<file path="src/hdl/pkt_check_pkg.sv">
`default_nettype none

package pkt_check_pkg;

	////////////////////////////////////////////////////////////////////////////
	// Widths
	////////////////////////////////////////////////////////////////////////////

	// Memory word address and data
	localparam int ADDR_W = 14;
	localparam int WORD_W = 32;

	// One payload byte
	localparam int BYTE_W = 8;

	// Byte count and packet type share this width
	localparam int CNT_W = 4;

	// Hamming code over the 8 protected header bits
	localparam int ECC_W = 4;

	////////////////////////////////////////////////////////////////////////////
	// Header word layout
	////////////////////////////////////////////////////////////////////////////

	localparam int ECC_LSB     = 0;
	localparam int CNT_LSB     = 4;
	localparam int TYPE_LSB    = 8;
	localparam int ECC_MSB_POS = 12;
	// Bits 15..13 hold the SOP field, not used here

	// CRC-8, zero init, MSB first, no final XOR
	localparam logic [BYTE_W-1:0] CRC_POLY = 8'h07;

	// Byte buffer between reader and CRC stage
	localparam int FIFO_DEPTH = 4;
	localparam int FIFO_PTR_W = $clog2(FIFO_DEPTH);
	localparam int FIFO_CNT_W = FIFO_PTR_W + 1;

	// Tag carried with every buffered byte
	typedef enum logic [0:0] {
		KIND_DATA,
		KIND_CRC
	} byte_kind_t;

	// Header reader FSM
	typedef enum logic [1:0] {
		RD_IDLE,
		RD_HEADER,
		RD_DATA,
		RD_RELEASE
	} rd_state_t;

endpackage

`default_nettype wire

</file>
<file path="src/hdl/hdr_reader.sv">
`default_nettype none

module hdr_reader (
	input  logic                               clk,
	input  logic                               reset,
	// Request from the top level
	input  logic                               req_i,
	input  logic [pkt_check_pkg::ADDR_W-1:0]   hdr_addr_i,
	// Packet memory read port, one cycle latency
	output logic                               mem_rd_o,
	output logic [pkt_check_pkg::ADDR_W-1:0]   mem_addr_o,
	input  logic [pkt_check_pkg::WORD_W-1:0]   mem_data_i,
	// Push side of the byte FIFO
	output logic                               push_o,
	output logic [pkt_check_pkg::BYTE_W-1:0]   push_data_o,
	output pkt_check_pkg::byte_kind_t          push_kind_o,
	input  logic                               full_i,
	// Header results, held until the next header is decoded
	output logic                               ecc_corr_o,
	output logic                               ecc_uncorr_o,
	output logic [pkt_check_pkg::CNT_W-1:0]    pkt_type_o,
	output logic [pkt_check_pkg::CNT_W-1:0]    byte_cnt_o
);
	import pkt_check_pkg::*;

	rd_state_t           state_q;
	// High in the cycle the read data is on mem_data_i
	logic                wait_q;
	logic [ADDR_W-1:0]   addr_q;
	// Data bytes still to be pushed before the CRC byte
	logic [CNT_W-1:0]    rem_q;
	logic                rd_issue;
	logic [2*CNT_W-1:0]  hdr_d;
	logic [ECC_W-1:0]    syndrome;
	logic                par_diff;

	// Code bits over {type, count}
	function automatic logic [ECC_W-1:0] ecc_code(input logic [2*CNT_W-1:0] d);
		logic [ECC_W-1:0] c;
		c[0] = d[0] ^ d[1] ^ d[3] ^ d[4] ^ d[6];
		c[1] = d[0] ^ d[2] ^ d[3] ^ d[5] ^ d[6];
		c[2] = d[1] ^ d[2] ^ d[3] ^ d[7];
		c[3] = d[4] ^ d[5] ^ d[6] ^ d[7];
		return c;
	endfunction

	////////////////////////////////////////////////////////////////////////////
	// Header decode
	////////////////////////////////////////////////////////////////////////////

	// Type is the high half, count the low half
	assign hdr_d    = {mem_data_i[TYPE_LSB +: CNT_W], mem_data_i[CNT_LSB +: CNT_W]};
	assign syndrome = mem_data_i[ECC_LSB +: ECC_W] ^ ecc_code(hdr_d);
	// Stored MSB against overall parity of the protected bits
	assign par_diff = mem_data_i[ECC_MSB_POS] ^ (^hdr_d);

	////////////////////////////////////////////////////////////////////////////
	// Memory port and push strobes
	////////////////////////////////////////////////////////////////////////////

	// One read in flight at most, and only with room in the FIFO
	assign rd_issue   = ((state_q == RD_HEADER) || (state_q == RD_DATA)) && !wait_q && !full_i;
	assign mem_rd_o   = rd_issue;
	assign mem_addr_o = addr_q;

	// Low byte of each word after the header goes to the FIFO
	assign push_o      = (state_q == RD_DATA) && wait_q;
	assign push_data_o = mem_data_i[BYTE_W-1:0];
	// Last word of the packet carries the stored CRC
	assign push_kind_o = (rem_q == '0) ? KIND_CRC : KIND_DATA;

	always_ff @(posedge clk) begin
		if (reset) begin
			state_q      <= RD_IDLE;
			wait_q       <= 1'b0;
			rem_q        <= '0;
			ecc_corr_o   <= 1'b0;
			ecc_uncorr_o <= 1'b0;
		end else begin
			if (rd_issue)
				wait_q <= 1'b1;
			case (state_q)
				RD_IDLE: begin
					if (req_i)
						state_q <= RD_HEADER;
				end
				RD_HEADER: begin
					if (wait_q) begin
						wait_q       <= 1'b0;
						rem_q        <= mem_data_i[CNT_LSB +: CNT_W];
						// Nonzero syndrome, parity decides single or double
						ecc_corr_o   <= (syndrome != '0) && par_diff;
						ecc_uncorr_o <= (syndrome != '0) && !par_diff;
						state_q      <= RD_DATA;
					end
				end
				RD_DATA: begin
					if (wait_q) begin
						wait_q <= 1'b0;
						if (rem_q == '0)
							state_q <= RD_RELEASE;
						else
							rem_q <= rem_q - 1'b1;
					end
				end
				RD_RELEASE: begin
					// Hold until the requester drops req
					if (!req_i)
						state_q <= RD_IDLE;
				end
				default: state_q <= RD_IDLE;
			endcase
		end
	end

	// Word address walks from the header through the CRC word
	always_ff @(posedge clk) begin
		if ((state_q == RD_IDLE) && req_i)
			addr_q <= hdr_addr_i;
		else if (wait_q)
			addr_q <= addr_q + 1'b1;
	end

	// Header fields
	always_ff @(posedge clk) begin
		if ((state_q == RD_HEADER) && wait_q) begin
			pkt_type_o <= mem_data_i[TYPE_LSB +: CNT_W];
			byte_cnt_o <= mem_data_i[CNT_LSB +: CNT_W];
		end
	end

endmodule

`default_nettype wire

</file>
<file path="src/hdl/byte_fifo.sv">
`default_nettype none

module byte_fifo (
	input  logic                              clk,
	input  logic                              reset,
	input  logic                              push_i,
	input  logic                              pop_i,
	input  logic [pkt_check_pkg::BYTE_W-1:0]  push_data_i,
	input  pkt_check_pkg::byte_kind_t         push_kind_i,
	output logic [pkt_check_pkg::BYTE_W-1:0]  pop_data_o,
	output pkt_check_pkg::byte_kind_t         pop_kind_o,
	output logic                              full_o,
	output logic                              empty_o
);
	import pkt_check_pkg::*;

	// Storage
	logic [BYTE_W-1:0]     data_mem [FIFO_DEPTH];
	byte_kind_t            kind_mem [FIFO_DEPTH];

	// Pointers wrap naturally, depth is a power of two
	logic [FIFO_PTR_W-1:0] wr_ptr_q;
	logic [FIFO_PTR_W-1:0] rd_ptr_q;
	logic [FIFO_CNT_W-1:0] count_q;
	logic                  do_push;
	logic                  do_pop;

	assign full_o  = (count_q == FIFO_CNT_W'(FIFO_DEPTH));
	assign empty_o = (count_q == '0);

	// Push when full and pop when empty are dropped
	assign do_push = push_i && !full_o;
	assign do_pop  = pop_i && !empty_o;

	// Show-ahead read of the oldest entry
	assign pop_data_o = data_mem[rd_ptr_q];
	assign pop_kind_o = kind_mem[rd_ptr_q];

	always_ff @(posedge clk) begin
		if (do_push) begin
			data_mem[wr_ptr_q] <= push_data_i;
			kind_mem[wr_ptr_q] <= push_kind_i;
		end
	end

	always_ff @(posedge clk) begin
		if (reset) begin
			wr_ptr_q <= '0;
			rd_ptr_q <= '0;
			count_q  <= '0;
		end else begin
			if (do_push)
				wr_ptr_q <= wr_ptr_q + 1'b1;
			if (do_pop)
				rd_ptr_q <= rd_ptr_q + 1'b1;
			// Occupancy only moves on a lone push or a lone pop
			case ({do_push, do_pop})
				2'b10:   count_q <= count_q + 1'b1;
				2'b01:   count_q <= count_q - 1'b1;
				default: count_q <= count_q;
			endcase
		end
	end

endmodule

`default_nettype wire

</file>
<file path="src/hdl/crc_checker.sv">
`default_nettype none

module crc_checker (
	input  logic                              clk,
	input  logic                              reset,
	// Top level request, only used to release ack
	input  logic                              req_i,
	// Pop side of the byte FIFO
	output logic                              pop_o,
	input  logic [pkt_check_pkg::BYTE_W-1:0]  pop_data_i,
	input  pkt_check_pkg::byte_kind_t         pop_kind_i,
	input  logic                              empty_i,
	// Results toward the requester
	output logic                              ack_o,
	output logic                              crc_err_o
);
	import pkt_check_pkg::*;

	// Running CRC over the data bytes of the current packet
	logic [BYTE_W-1:0] crc_q;
	logic [BYTE_W-1:0] crc_upd;

	////////////////////////////////////////////////////////////////////////////
	// CRC-8 step
	////////////////////////////////////////////////////////////////////////////

	// One byte, MSB first, unrolled into a single cycle
	function automatic logic [BYTE_W-1:0] crc8_byte(
		input logic [BYTE_W-1:0] crc,
		input logic [BYTE_W-1:0] data
	);
		logic [BYTE_W-1:0] c;
		logic              fb;
		c = crc;
		for (int i = BYTE_W - 1; i >= 0; i--) begin
			// Feedback is top CRC bit against incoming data bit
			fb = c[BYTE_W-1] ^ data[i];
			c  = {c[BYTE_W-2:0], 1'b0};
			if (fb)
				c = c ^ CRC_POLY;
		end
		return c;
	endfunction

	assign crc_upd = crc8_byte(crc_q, pop_data_i);

	// Never stalls, drain whenever something is there
	assign pop_o = !empty_i;

	////////////////////////////////////////////////////////////////////////////
	// Compare and handshake
	////////////////////////////////////////////////////////////////////////////

	always_ff @(posedge clk) begin
		if (reset) begin
			crc_q     <= '0;
			ack_o     <= 1'b0;
			crc_err_o <= 1'b0;
		end else begin
			// Four-phase release, one cycle after req is seen low
			if (ack_o && !req_i)
				ack_o <= 1'b0;
			if (pop_o) begin
				if (pop_kind_i == KIND_CRC) begin
					// Stored CRC byte closes the packet
					crc_err_o <= (crc_q != pop_data_i);
					ack_o     <= 1'b1;
					crc_q     <= '0;
				end else begin
					crc_q <= crc_upd;
				end
			end
		end
	end

endmodule

`default_nettype wire

</file>
<file path="src/hdl/pkt_check_top.sv">
`default_nettype none

module pkt_check_top (
	input  logic                              clk,
	input  logic                              reset,
	// Four-phase request and acknowledge
	input  logic                              req_i,
	input  logic [pkt_check_pkg::ADDR_W-1:0]  hdr_addr_i,
	output logic                              ack_o,
	// Packet memory read port
	output logic                              mem_rd_o,
	output logic [pkt_check_pkg::ADDR_W-1:0]  mem_addr_o,
	input  logic [pkt_check_pkg::WORD_W-1:0]  mem_data_i,
	// Results, valid while ack is high
	output logic                              ecc_corr_o,
	output logic                              ecc_uncorr_o,
	output logic                              crc_err_o,
	output logic [pkt_check_pkg::CNT_W-1:0]   pkt_type_o,
	output logic [pkt_check_pkg::CNT_W-1:0]   byte_cnt_o
);
	import pkt_check_pkg::*;

	////////////////////////////////////////////////////////////////////////////
	// Reader to FIFO
	////////////////////////////////////////////////////////////////////////////

	logic              push;
	logic [BYTE_W-1:0] push_data;
	byte_kind_t        push_kind;
	logic              full;

	////////////////////////////////////////////////////////////////////////////
	// FIFO to CRC stage
	////////////////////////////////////////////////////////////////////////////

	logic              pop;
	logic [BYTE_W-1:0] pop_data;
	byte_kind_t        pop_kind;
	logic              empty;

	// Header fetch, ECC check and byte stream
	hdr_reader hdr_reader_i (
		.clk          (clk),
		.reset        (reset),
		.req_i        (req_i),
		.hdr_addr_i   (hdr_addr_i),
		.mem_rd_o     (mem_rd_o),
		.mem_addr_o   (mem_addr_o),
		.mem_data_i   (mem_data_i),
		.push_o       (push),
		.push_data_o  (push_data),
		.push_kind_o  (push_kind),
		.full_i       (full),
		.ecc_corr_o   (ecc_corr_o),
		.ecc_uncorr_o (ecc_uncorr_o),
		.pkt_type_o   (pkt_type_o),
		.byte_cnt_o   (byte_cnt_o)
	);

	// Decouples memory reads from the CRC stage
	byte_fifo byte_fifo_i (
		.clk         (clk),
		.reset       (reset),
		.push_i      (push),
		.pop_i       (pop),
		.push_data_i (push_data),
		.push_kind_i (push_kind),
		.pop_data_o  (pop_data),
		.pop_kind_o  (pop_kind),
		.full_o      (full),
		.empty_o     (empty)
	);

	// CRC compare and ack generation
	crc_checker crc_checker_i (
		.clk        (clk),
		.reset      (reset),
		.req_i      (req_i),
		.pop_o      (pop),
		.pop_data_i (pop_data),
		.pop_kind_i (pop_kind),
		.empty_i    (empty),
		.ack_o      (ack_o),
		.crc_err_o  (crc_err_o)
	);

endmodule

`default_nettype wire

</file>
<file path="config.mk">
export PLATFORM = sky130hd
export DESIGN_NAME = pkt_check_top
export DESIGN_NICKNAME = d
export VERILOG_FILES = /design/src/hdl/pkt_check_pkg.sv /design/src/hdl/hdr_reader.sv /design/src/hdl/byte_fifo.sv /design/src/hdl/crc_checker.sv /design/src/hdl/pkt_check_top.sv
export SDC_FILE = /design/constraint.sdc
export NUM_CORES = 1
export LEC_CHECK = 0
export BUFFER_PORTS_ARGS = -buffer_cell sky130_fd_sc_hd__buf_2
export CORE_MARGIN = 8
export CORE_UTILIZATION = 50
export DETAILED_ROUTE_END_ITERATION = 12
export PLACE_DENSITY = 0.8
export SYNTH_ARGS = -nofsm -noshare
export SYNTH_HDL_FRONTEND = slang
export SYNTH_SLANG_ARGS = --single-unit
</file>
<file path="constraint.sdc">
create_clock -name clk -period 2.4 [get_ports clk]
set_clock_uncertainty 0.1 [all_clocks]
set_input_delay 0.24 -clock clk [delete_from_list [all_inputs] [get_ports clk]]
set_output_delay 0.24 -clock clk [all_outputs]
set_load 0.01 [all_outputs]
</file>
=== Yosys cells after proc, flatten, opt, wreduce, memory -nomap -nowiden ===
Memory sizes are Yosys's and may differ from the RTL's. A register that Yosys moved wholly into a read port is not among the register bits.
Index checks and enable logic that the tools add are counted.

* Register bits: 48
* Latch bits: 0
* Memory bits (writable): 36
* Memory bits (read-only): 0
* Input port bits: 49
* Output and inout port bits: 27
* Logic and storage cells: 131
* Memories kept: 2

{| class="wikitable"
|+ Memory list
! memory !! depth !! bits a word !! read ports !! clocked after memory_dff !! wr ports !! line !! text
|-
| byte_fifo_i.data_mem || 4 || 8 || 1 || 1 || 1 || byte_fifo.sv:18 || <nowiki>logic [BYTE_W-1:0] data_mem [FIFO_DEPTH];</nowiki>
|-
| byte_fifo_i.kind_mem || 4 || 1 || 1 || 1 || 1 || byte_fifo.sv:19 || <nowiki>byte_kind_t kind_mem [FIFO_DEPTH];</nowiki>
|}

* $add $sub $neg: 6
* $mul: 0
* Div/mod/pow operators: 0
* $lt $le $gt $ge: 0
* Eq/ne operators: 13
* Shift operators: 0
* Muxes and demuxes: 35
* Bitwise logic cells: 33
* Reductions and logical operators: 28

{| class="wikitable"
|+ Operator list
! operator !! count
|-
| $mux 14 || 2
|-
| $mux 3 || 8
|-
| $not 3->3 || 8
|-
| $xor 1x1->1 || 23
|-
| $mux 2 || 9
|-
| $add 14x1->14 const B || 1
|-
| $mux 4 || 3
|-
| $logic_and 1x1->1 || 9
|-
| $mux 1 || 9
|-
| $mux 8 || 1
|-
| $ne 2x2->1 const B || 4
|-
| $ne 8x8->1 || 1
|-
| $pmux 2 s4 || 1
|-
| $pmux 4 s2 || 1
|-
| $reduce_xor 8->1 || 1
|-
| $eq 2x2->1 const B || 3
|-
| $pmux 3 s2 || 1
|-
| $reduce_bool 2->1 || 3
|-
| $logic_not 1->1 || 5
|-
| $reduce_and 5->1 || 1
|-
| $add 2x1->2 const B || 2
|-
| $eq 2x1->1 const B || 2
|-
| $logic_not 4->1 || 1
|-
| $ne 2x1->1 const B || 2
|-
| 13 further kinds || 14
|}

=== Logic depth before layout (Yosys ltp) ===
Gate-level depths: netlist of the first run.

* Depth after elaboration: 17
* Gate-level depth with buffers: 12

=== Cells and area by module ===
A second synthesis of the first run with hierarchy kept.

* Cell total of the unflattened synthesis: 345
* Area, all modules: 4,242.8 µm²

{| class="wikitable"
|+ By module, submodules not included
! module !! times used !! cells an instance !! area each (µm²) !! seq. area each (µm²)
|-
| hdr_reader || 1 || 178 || 1,805.5 || 840.8
|-
| byte_fifo || 1 || 101 || 1,778.0 || 1,261.2
|-
| crc_checker || 1 || 66 || 659.4 || 200.2
|}

=== Worst setup path before layout of the first run ===
OpenSTA, ideal clock, no wires.

* Path type: register -> register
* Start point: register hdr_reader_i.state_q[0]
* End point: register byte_fifo_i.count_q[2]
* Library setup time: 0.071 ns
* Data arrival time: 2.210 ns
* Data required time: 2.229 ns
* Slack: 0.019 ns
* Stages on the path, launching flop included: 13
* Path buffers: 1
* Cells stage by stage: dfxtp_1 inv_1 ha_1 clkbuf_1 nand2_1 a21oi_1 inv_1 ha_1 inv_1 fa_1 xor2_1 or3_1 a21oi_1

* Longest elaborated chain between the ends: 5

{| class="wikitable"
|+ Ends and longest elaborated chain
! element !! line !! text
|-
| from (decl) || hdr_reader.sv:26 || <nowiki>rd_state_t state_q;</nowiki>
|-
| from (signal assigned) || hdr_reader.sv:74 || <nowiki>state_q <= RD_IDLE;</nowiki>
|-
| from (signal assigned) || hdr_reader.sv:85 || <nowiki>state_q <= RD_HEADER;</nowiki>
|-
| from (signal assigned) || hdr_reader.sv:94 || <nowiki>state_q <= RD_DATA;</nowiki>
|-
| $eq 2x2->1 (*) || hdr_reader.sv:67 || <nowiki>assign push_o = (state_q == RD_DATA) && wait_q;</nowiki>
|-
| $logic_and 1x1->1 (*) || hdr_reader.sv:67 ||
|-
| $logic_and 1x1->1 (*) || byte_fifo.sv:32 || <nowiki>assign do_push = push_i && !full_o;</nowiki>
|-
| $eq 2x1->1 / $eq 2x2->1 (equally long branches) || byte_fifo.sv:57 || <nowiki>case ({do_push, do_pop})</nowiki>
|-
| $pmux 3 s2 / $reduce_bool 2->1 (equally long branches) || -- ||
|-
| to (signal assigned) || byte_fifo.sv:58 || <nowiki>2'b10: count_q <= count_q + 1'b1;</nowiki>
|-
| to (signal assigned) || byte_fifo.sv:59 || <nowiki>2'b01: count_q <= count_q - 1'b1;</nowiki>
|-
| to (signal assigned) || byte_fifo.sv:60 || <nowiki>default: count_q <= count_q;</nowiki>
|-
| to (decl) || byte_fifo.sv:24 || <nowiki>logic [FIFO_CNT_W-1:0] count_q;</nowiki>
|}

Mark *: on every way between the ends. The rest lies on a longest branch, timed or not.
A chain may end at the register's enable or synchronous reset.

=== Final worst setup path of the first run ===
Same ends and word-level chain as after synthesis.

==> results of run 1 <==
-- per-stage QoR --
stage | util [%] | setup WS [ps] | power (W) | area (sq um)
after detailed placement | 56.4 | 126 | 0.00444 | 4560
after floorplan | - | 19.1 | 0.00378 | 4100
final | 58.6 | 157 | 0.00528 | 4740
after global routing | 58.6 | 3.20 | 0.00566 | 4740
after CTS | 58.5 | 97.0 | 0.00533 | 4740
after global placement | 56.4 | 208 | 0.00435 | 4560
-- cell usage after synthesis, types with 4 or more instances --
library cell   n  share of area [%]
a21oi_1       11                1.3
and2_1         8                1.2
and3_1         4               0.61
clkbuf_1       5               0.46
dfxtp_1       28                 14
edfxtp_1      58                 42
ha_1          15                4.6
inv_1         14                1.3
mux4_1         5                3.2
mux4_2         4                2.2
nand2_1       33                3.0
nand3_1        5               0.61
nor2_1        24                2.2
nor3_1         4               0.49
o21ai_0       19                2.3
o21ai_1        4               0.49
xnor2_1       37                7.9
xnor2_2        8                3.2
xor2_1        14                3.0
-- kinds of logic after synthesis --
family | share of synthesized area (%)
xor gates and xnor gates | 14.1
buffers and inverters | 2.23
DFF | 56.1
muxes | 6.41
and+or+nand+nor | 9.73
AOI/OAI and AO/OA | 6.35
adders and majority gates | 5.07
-- worst max path at each step --
stage	endpoint	cells past startpoint	slack (ps)	start
finish	byte_fifo_i.count_q[2]	11	160	hdr_reader_i.state_q[0]
global route	byte_fifo_i.count_q[2]	11	3	hdr_reader_i.state_q[0]
CTS	byte_fifo_i.count_q[2]	11	100	hdr_reader_i.state_q[0]
detailed placement	byte_fifo_i.count_q[2]	11	130	hdr_reader_i.state_q[0]
global placement	byte_fifo_i.count_q[2]	11	210	hdr_reader_i.state_q[0]
floorplan	byte_fifo_i.count_q[2]	12	20	hdr_reader_i.state_q[0]
-- repair_timing --
item / 4_1_cts / 5_1_grt
gates resized for setup: 0 / 2
setup buffers: 0 / 0
endpoints found under the setup margin: 0 / 1
hold endpoints to repair: 1 / 0
hold buffers: 1 / 0
-- sequential cells by signal, summed over array words and instances (netlist names), named ones only --
| signal | flops |
|---|---|
| hdr_reader_i.mem_addr_o | 14 |
| byte_fifo_i.data_mem | 32 |
| hdr_reader_i.ecc_corr_o | 1 |
| byte_fifo_i.rd_ptr_q | 2 |
| hdr_reader_i.state_q | 2 |
| byte_fifo_i.wr_ptr_q | 2 |
| hdr_reader_i.byte_cnt_o | 4 |
| crc_checker_i.ack_o | 1 |
| byte_fifo_i.count_q | 3 |
| hdr_reader_i.pkt_type_o | 4 |
| hdr_reader_i.ecc_uncorr_o | 1 |
| crc_checker_i.crc_err_o | 1 |
| crc_checker_i.crc_q | 8 |
| byte_fifo_i.kind_mem | 4 |
| hdr_reader_i.wait_q | 1 |
| hdr_reader_i.rem_q | 4 |
-- critical path: stages (launching register included) --
cell,delay (ps)
dfxtp_2,360
inv_1,80
ha_1,210
nand2_1,90
a21oi_1,60
inv_1,70
ha_2,180
inv_1,50
fa_1,370
xor2_1,160
or3_1,310
a21oi_1,140
-- final cells by class --
cell class	instances	area (sq um)	area share (%)
clock inverter	6	38.8	0.818
sequential	86	2300	48.6
timing repair buffer	69	380	8.03
clock buffer	9	124	2.61
inverter	14	52.6	1.11
tap	105	131	2.77
multi-input combinational	221	1710	36.1
-- layer usage --
metal	share of wire [%]	wire length [um]	GRT usage, %
met1	42	3240	17.0
met2	50	3850	22.9
met3	4.9	375	2.90
met4	2.2	165	7.14
met5	0	0	0
-- power by group --
group          switching (W)  internal [W]  total, W
sequential          0.000263       0.00194   0.00220
clock               0.000506      0.000369  0.000874
combinational        0.00111       0.00109   0.00221
total                0.00188       0.00340   0.00528
==> results.md, run 1 <==
- Reg clk slew, reported paths: approximately 90 ps
- Top FF cell, synth: edfxtp_1
- Unrepaired setup endpoints after global routing: false
- Grt total ovfl: 0
- Core footprint: roughly 0.0081 sq mm
- FP Rows: 33
- Tot GR Track Use: 13.9%
- Worst-path fanout max: 4
- EDFF count, synth: 58
- Reg-to-Reg Start: hdr_reader_i.state_q[0]
- Status: finished, final reports clean
- Die ar.: ~0.011 sq mm
- Root buf cell: clkbuf_8
- Most frequent cells in the layout: edfxtp_1 (58), buf_2 (56), xnor2_1 (37), nand2_1 (33), dfxtp_1 (27)
- Slew Limit Headroom: 64.9%
- DRT iter0 DRCs: between 100 and 150
- Reg2reg setup slack: approximately 160 ps
- Global-route wire length before repair: about 13000 um
- Number of global-route vias before repair: between 2000 and 3000
- Avg Vias per Cell: 5.18
- Antenna violations before repair: 0
- Dpl cells: around 500
- Most common cell after layout, fill and taps aside: edfxtp_1
- Die X: between 100 and 150 um
- Final period util: 93.4%
- Hold depth: 1
- Worst min-delay path endpoint: hdr_reader_i.pkt_type_o[3]
- Syn nets: 394
- Vias: ~2600
- Cell Area, Synth: a little over 0.004 sq mm
- Yosys warns: 0
- H-tree levels: 3
- Final setup vio count: 0
- Synth Register Bits: between 80 and 90
- WS Path Type: register to register
- Tightest Pin Transition: between 500 and 600 ps
- Routed wire length: 7640 um
- Ys async rst share: 0%
- R2R cell count: 11
- Post-synthesis sequential area ratio: a little under three fifths
- Cell count after synthesis: 329
- I/O Pins: 76
- # DRC: 0
- Max VDD drop: between 0.4 and 0.5 mV
- Final hold violation count: 0
- CP Capture Type: register
- Skew-Pair Late Insertion Delay: approximately 340 ps
- DR WL/cell: between 10 and 15 um
- Max Freq: 446 MHz
- Arrival @ worst endpoint: 2420 ps
- FF-to-FF End: byte_fifo_i.count_q[2]
- Max_cap viols: 0
- GP Congestion: about 0.76
- Worst min path class: primary input to register
- Clock sinks: 86
- Initial Util: between 50% and 60%
- Crit path time final: approximately 2200 ps
- Final HPWL DP: about 5600 um
- LEAKAGE: around 1.8 nW
- Layout fillers: 683
- Pin count of the biggest net entering global routing: 28
- Antenna diode count: 0
- PortBufs: 56
- CTS Buf Count: 9
- Nets@finish: 466
- Post-route ant nets: 0
- Syn-to-layout area delta: 15.6%
- Post-synth cell types: 37
- TritonCTS clock tree: built
- Setup_tns: 0 ps
- HP Start: mem_data_i[11]
- Power density over the cells: roughly 1100 mW/mm^2
- CTS max path bufs: 2
- Syn Area/Cell: around 12 sq um
- DR pass1 iterations: 5
- Die Ht: approximately 110 um
- Worst EP required: roughly 2600 ps
- Max-slew violation count: 0
- Ratio of cells with drive above 1 in the final layout: 24.4%
- Final hold slack: ~16 ps
- Fin cells: slightly above 500
- CP startpoint kind: register
Power figures use the tool's default switching activity.
==> run 2: changes to the inputs <==
CORE_MARGIN = 2   (was 8)
==> results.md, run 2 (synthesis results as in run 1) <==
- Status: finished, final reports clean
- Vias: 2612 (-1.1%)
- Crit path time final: 2310 ps (+63.9 ps)
- Die ar.: 0.00894 sq mm (-21%)
- HP Start: mem_data_i[10]
- Number of global-route vias before repair: 2525 (-6.7%)
- CTS Buf Count: 9 (unchanged)
- Grt total ovfl: 0 (unchanged)
- CP max stage cell: mux4_1
- Worst-path fanout max: 9 (+5)
- DR pass1 iterations: 4 (-1)
- Final hold violation count: 0 (unchanged)
- Skew-Pair Late Insertion Delay: 350 ps (about the same)
- Die X: 94.6 um (-11%)
- Routed wire length: 7450 um (-2.4%)
- Core footprint: 0.00809 sq mm (unchanged)
- Initial Util: 50.7% (unchanged)
- GRT met1 Usage: 22.2% (+5.2 points)
- Buf/Inv on CP: 1 (-2)
- CTS max path bufs: 2 (unchanged)
- Max Freq: 434 MHz (-2.8%)
- Critical Path, Cell by Cell: buf_12, mux4_1, xnor2_2, ha_1, xnor2_1, a22oi_1, nor2_1
- Post-route ant nets: 0 (unchanged)
- Slowest cell delay on critical path: 640 ps (+270 ps)
- Worst min path class: primary input to register
- Max_cap viols: 0 (unchanged)
- Final period util: 96.1% (+2.7 points)
- I/O Pins: 76 (unchanged)
- Antenna diode count: 0 (unchanged)
- Worst EP required: 2520 ps (-60 ps)
- Tightest Pin Transition: 522 ps (-4.66 ps)
- TritonCTS clock tree: built
- GP Congestion: 0.780 (+2.4%)
- Max-slew violation count: 0 (unchanged)
- H-tree levels: 3 (unchanged)
- Die Ht: 94.6 um (-11%)
- Setup_tns: 0 ps (unchanged)
- Most frequent cells in the layout: edfxtp_1 (58), buf_2 (56), xnor2_1 (37), nand2_1 (33), dfxtp_1 (27)
- Arrival @ worst endpoint: 2430 ps (about the same)
- # DRC: 0 (unchanged)
- Final setup vio count: 0 (unchanged)
- Max VDD drop: 0.399 mV (-10%)
- Final HPWL DP: 5330 um (-5.5%)
- Combinational power share: 40.9% (-0.9 points)
- Clk pwr share: 17.5% (+0.9 points)
- CP startpoint kind: register
- Root buf cell: clkbuf_8
- CP top delay family: multiplexers
- Global-route wire length before repair: 12000 um (-4.3%)
- CP Capture Type: register
- Clock sinks: 86 (unchanged)
- Fin cells: 508 (-0.39%)
- Top reg by flops: byte_fifo_i.data_mem
- Dpl cells: 488 (-1.2%)
- GR Util met3: 4.07% (+1.2 points)
- Reg clk slew, reported paths: 90 ps (about the same)
- Most Crowded Layer GR: met2
- Pin count of the biggest net entering global routing: 28 (unchanged)
- Slew Limit Headroom: 65.2% (+0.31 points)
- Syn-to-layout area delta: 15.7% (about the same)
- Sequential share of power: 41.6% (about the same)
- Layout fillers: 687 (+0.59%)
- WS Path Type: register to register
- Antenna violations before repair: 0 (unchanged)
- Nets@finish: 463 (-0.64%)
- DR WL/cell: 14.7 um (-2.1%)
- Sw Pwr: 0.00189 W (+0.72%)
- Ratio of cells with drive above 1 in the final layout: 23.3% (-1.1 points)
- Power density over the cells: 1110 mW/mm^2 (-0.49%)
- Avg Vias per Cell: 5.14 (-0.71%)
- Tot GR Track Use: 17.6% (+3.7 points)
- Switch share: 36.0% (+0.41 points)
- Largest register FFs: 32 (unchanged)
- GR Layer Usage met2: 30.7% (+7.8 points)
- FP Rows: 33 (unchanged)
- LEAKAGE: 1.76 nW (-0.14%)
- Unrepaired setup endpoints after global routing: false
- Power Internal: 0.00336 W (-1.1%)
- DRT iter0 DRCs: 82 (-37%)
- PortBufs: 56 (unchanged)
- Most common cell after layout, fill and taps aside: edfxtp_1
==> run 2: through the flow <==
step	hold slack [ps]	worst slack (ps)	power (W)	util, %	cell area, sq um
2_1_floorplan	239	19.1	0.00378	-	4100
3_3_place_gp	345	178	0.00426	56.0	4530
3_5_place_dp	348	127	0.00437	56.0	4530
4_1_cts	0.409	97.6	0.00530	58.5	4730
5_1_grt	1.85	23.7	0.00565	58.6	4740
6_report	17.3	93.4	0.00526	58.6	4740
==> run 2: cell type report <==
| type | count | area [sq um] | share of cell area, % |
|---|---|---|---|
| clock buffer | 10 | 128 | 2.69 |
| sequential | 86 | 2300 | 48.6 |
| inverter | 14 | 52.6 | 1.11 |
| timing repair buffer | 66 | 375 | 7.92 |
| multi-input combinational | 221 | 1710 | 36.0 |
| clock inverter | 6 | 45.0 | 0.950 |
| tap | 105 | 131 | 2.77 |
==> run 2: what timing repair did <==
item	CTS	global route
hold endpoints to repair	3	0
resized for setup	0	1
hold buffers	3	0
buffers inserted	0	1
endpoints found under the setup margin	0	1
==> run 2: worst paths after layout <==
check | end | slack (ps) | depth (start not counted)
worst max-delay path | crc_checker_i.crc_q[5] | 90 | 7
worst min-delay path | hdr_reader_i.pkt_type_o[2] | 20 | 1
worst max register to register | crc_checker_i.crc_q[5] | 90 | 7
worst min register to register | crc_checker_i.crc_q[0] | 370 | 2
==> run 2: per-layer routing <==
layer  vias to the layer above  part of all wire, %  wire length [um]
met4                         0                 0.68                51
met3                         5                  3.3               244
li1                       1295                    -                 -
met5                         -                    0                 0
met2                        40                   53              3910
met1                      1272                   43              3240
==> run 2: power by group through the flow <==
stage / clock network, W / registers, W / logic (W)
after floorplan: 0 / 0.00224 / 0.00155
after global routing: 0.00101 / 0.00223 / 0.00240
after CTS: 0.000941 / 0.00219 / 0.00217
after detailed placement: 0 / 0.00222 / 0.00215
after global placement: 0 / 0.00221 / 0.00206
final: 0.000918 / 0.00219 / 0.00215
==> run 3: changes to the inputs <==
SYNTH_HIERARCHICAL = 1   (was default)
clock period = 2.1 ns   (was 2.4 ns; I/O delays follow)
==> results.md, run 3 <==
- Status: finished, violations left
- Violated checks: setup timing
- Core footprint: 0.00822 sq mm (+1.5%)
- Cell count after synthesis: 345 (+4.9%)
- CP startpoint kind: register
- Antenna violations before repair: 0 (unchanged)
- Setup WS post-layout: -286 ps (-379 ps)
- Tot GR Track Use: 19.4% (+1.8 points)
- FP Rows: 33 (unchanged)
- Die Ht: 96.1 um (+1.6%)
- Max Freq: 419 MHz (-3.3%)
- Routed wire length: 8510 um (+14%)
- Unrepaired setup endpoints after global routing: true
- CP Capture Type: register
- # DRC: 0 (unchanged)
- Grt total ovfl: 0 (unchanged)
- Initial Util: 51.6% (+0.97 points)
- Power density over the cells: 940 mW/mm^2 (-15%)
- Vias: 2878 (+10%)
- H-tree levels: 3 (unchanged)
- Sequential share of power: 47.3% (+5.7 points)
- Cell Area, Synth: 0.00424 sq mm (+3.5%)
- Power Internal: 0.00330 W (-1.9%)
- Skew-Pair Late Insertion Delay: 360 ps (about the same)
- Number of global-route vias before repair: 2856 (+13%)
- Yosys warns: 6 (+6)
- Worst EP required: 2290 ps (-230 ps)
- Global-route wire length before repair: 13400 um (+12%)
- EDFF count, synth: 58 (unchanged)
- Antenna diode count: 0 (unchanged)
- Pin count of the biggest net entering global routing: 32 (+14%)
- Die X: 96.1 um (+1.6%)
- Ratio of cells with drive above 1 in the final layout: 35.3% (+12 points)
- Top FF cell, synth: edfxtp_1
- GP Congestion: 0.801 (+2.7%)
- Final setup vio count: 10 (+10)
- Syn Area/Cell: 12.3 sq um (-1.3%)
- Post-synthesis sequential area ratio: 54.3% (-1.9 points)
- Total power: 0.00495 W (-5.7%)
- Most common cell in the netlist: edfxtp_1
- CTS Buf Count: 9 (unchanged)
- WS Path Type: register to register
- Reg clk slew, reported paths: 100 ps (about the same)
- Top reg by flops: byte_fifo_i/data_mem
- Sw Pwr: 0.00166 W (-12%)
- Synth Register Bits: 86 (unchanged)
- I/O Pins: 76 (unchanged)
- Placed inst area: 0.00482 sq mm (+6.3%)
- Tightest Pin Transition: 666 ps (+144 ps)
- Switch share: 33.5% (-2.6 points)
- DR WL/cell: 15.6 um (+6.6%)
- Dominant cells by area after synthesis: edfxtp_1 (41%), dfxtp_1 (13%), mux4_2 (4.8%)
- Nets@finish: 497 (+7.3%)
- Post-route ant nets: 0 (unchanged)
- Arrival @ worst endpoint: 2580 ps (+150 ps)
- Combinational power share: 30.4% (-10 points)
- Most frequent cells in the layout: edfxtp_1 (58), buf_2 (56), buf_4 (30), nand2_1 (29), dfxtp_1 (24)
- LEAKAGE: 2.00 nW (+13%)
- Root buf cell: clkbuf_8
- PortBufs: 56 (unchanged)
- Max-slew violation count: 0 (unchanged)
- Final period util: 114% (+18 points)
- Most common cell after layout, fill and taps aside: edfxtp_1
- Crit path time final: 2390 ps (+79.3 ps)
- DR pass1 iterations: 4 (unchanged)
- Worst min path class: primary input to register
- TritonCTS clock tree: built
- Avg Vias per Cell: 5.29 (+2.9%)
- Clk pwr share: 22.3% (+4.8 points)
- Clock sinks: 86 (unchanged)
- Syn-to-layout area delta: 24.2%
- Syn nets: 408 (+3.6%)
- Final instance area: 0.00527 sq mm (+11%)
- Synth top cells by count: edfxtp_1 (58), nand2_1 (29), dfxtp_1 (28)
- Final hold violation count: 0 (unchanged)
- Slew Limit Headroom: 55.6% (-9.6 points)
- Final HPWL DP: 5920 um (+11%)
- Max_cap viols: 0 (unchanged)
- Max VDD drop: 0.617 mV (+55%)
- Worst-path fanout max: 6 (-3)
- CTS max path bufs: 2 (unchanged)
- Die ar.: 0.00924 sq mm (+3.3%)
- Post-synth cell types: 47 (+27%)
- DRT iter0 DRCs: 131 (+60%)
- Ys async rst share: 0% (unchanged)
- Largest register FFs: 32 (unchanged)
- Dominant cell type by area after synthesis: edfxtp_1
- Setup_tns: -1590 ps (-1590 ps)
- Top cell type's share of synthesized area: 41.0% (-1.4 points)
## run 3: cell count changes after synthesis, moves of 5 or more
cell      before  now
mux4_2         4    9
nand3b_1       1    7
xnor2_1       37   22
mux4_1         5    0
buf_4          0    8
## run 3: cells by family (layout without fill, tap and decap cells)
kind of cell,count (synthesis),count (layout),synth area share [%]
AND/OR/NAND/NOR,99,99,11.7
flip-flops,86,86,54.3
AO/OA/AOI/OAI,48,48,6.90
XOR/XNOR,48,48,12.9
buffers and inverters,36,130,3.95
adder cells (fa/ha/maj),14,14,4.31
multiplexers,14,14,5.99
## run 3: through the flow
| stage | hold WS [ps] | utilization [%] | instances | setup WS (ps) |
|---|---|---|---|---|
| after global routing | 3.98 | 64.1 | 544 | -365 |
| after floorplan | 209 | - | 345 | -280 |
| after detailed placement | 339 | 58.6 | 512 | -369 |
| after global placement | 341 | 58.6 | 512 | -294 |
| after CTS | 0.141 | 63.3 | 541 | -278 |
| final | 10.1 | 64.1 | 544 | -286 |
## run 3: worst max-delay path, cell delays in order, from the launching register on
cell and delay [ps]:
dfxtp_4 420, mux4_2 540, xnor2_2 160, ha_1 290, xor3_4 310, or3_4 380, a21oi_2 120
## run 3: power groups by stage
stage                     clock network, W  logic, W  registers, W
after floorplan                          0  0.000879       0.00243
after global placement                   0   0.00136       0.00235
after detailed placement                 0   0.00142       0.00238
after CTS                          0.00113   0.00147       0.00234
after global routing               0.00119   0.00168       0.00237
final                              0.00110   0.00151       0.00234
## run 3: final cells by class
class,count,area (sq um)
Clock buffer,9,124
Clock inverter,7,67.6
Fill cell,579,2950
Inverter,18,67.6
Multi-Input combinational cell,223,1950
Sequential cell,86,2310
Tap cell,105,131
Timing Repair Buffer,96,618
## run 3: timing repair
action	in CTS	in global routing
gates cloned	0	0
endpoints found under the hold margin	13	0
pin swaps	14	9
endpoints found under the setup margin	10	17
resized for setup	12	9
hold buffers	7	0
setup buffers	6	3
## run 3: final timing paths
check | start | end | slack [ps] | cells after the start
min | mem_data_i[3] | byte_fifo_i/data_mem[3][3] | 10 | 1
max | register | crc_checker_i/crc_q[3] | -290 | 6
min reg2reg | crc_checker_i/ack_o | crc_checker_i/ack_o | 410 | 2
max reg2reg | register | crc_checker_i/crc_q[3] | -290 | 6
## run 3: routing by layer
layer | routed length (um) | GRT usage [%] | share of wire (%) | up-vias
met5 | 0 | 0 | 0 | -
met4 | 151 | 7.98 | 1.8 | 0
met3 | 228 | 3.99 | 2.7 | 16
met2 | 4530 | 32.8 | 53 | 51
met1 | 3600 | 24.5 | 42 | 1413
li1 | - | - | - | 1398
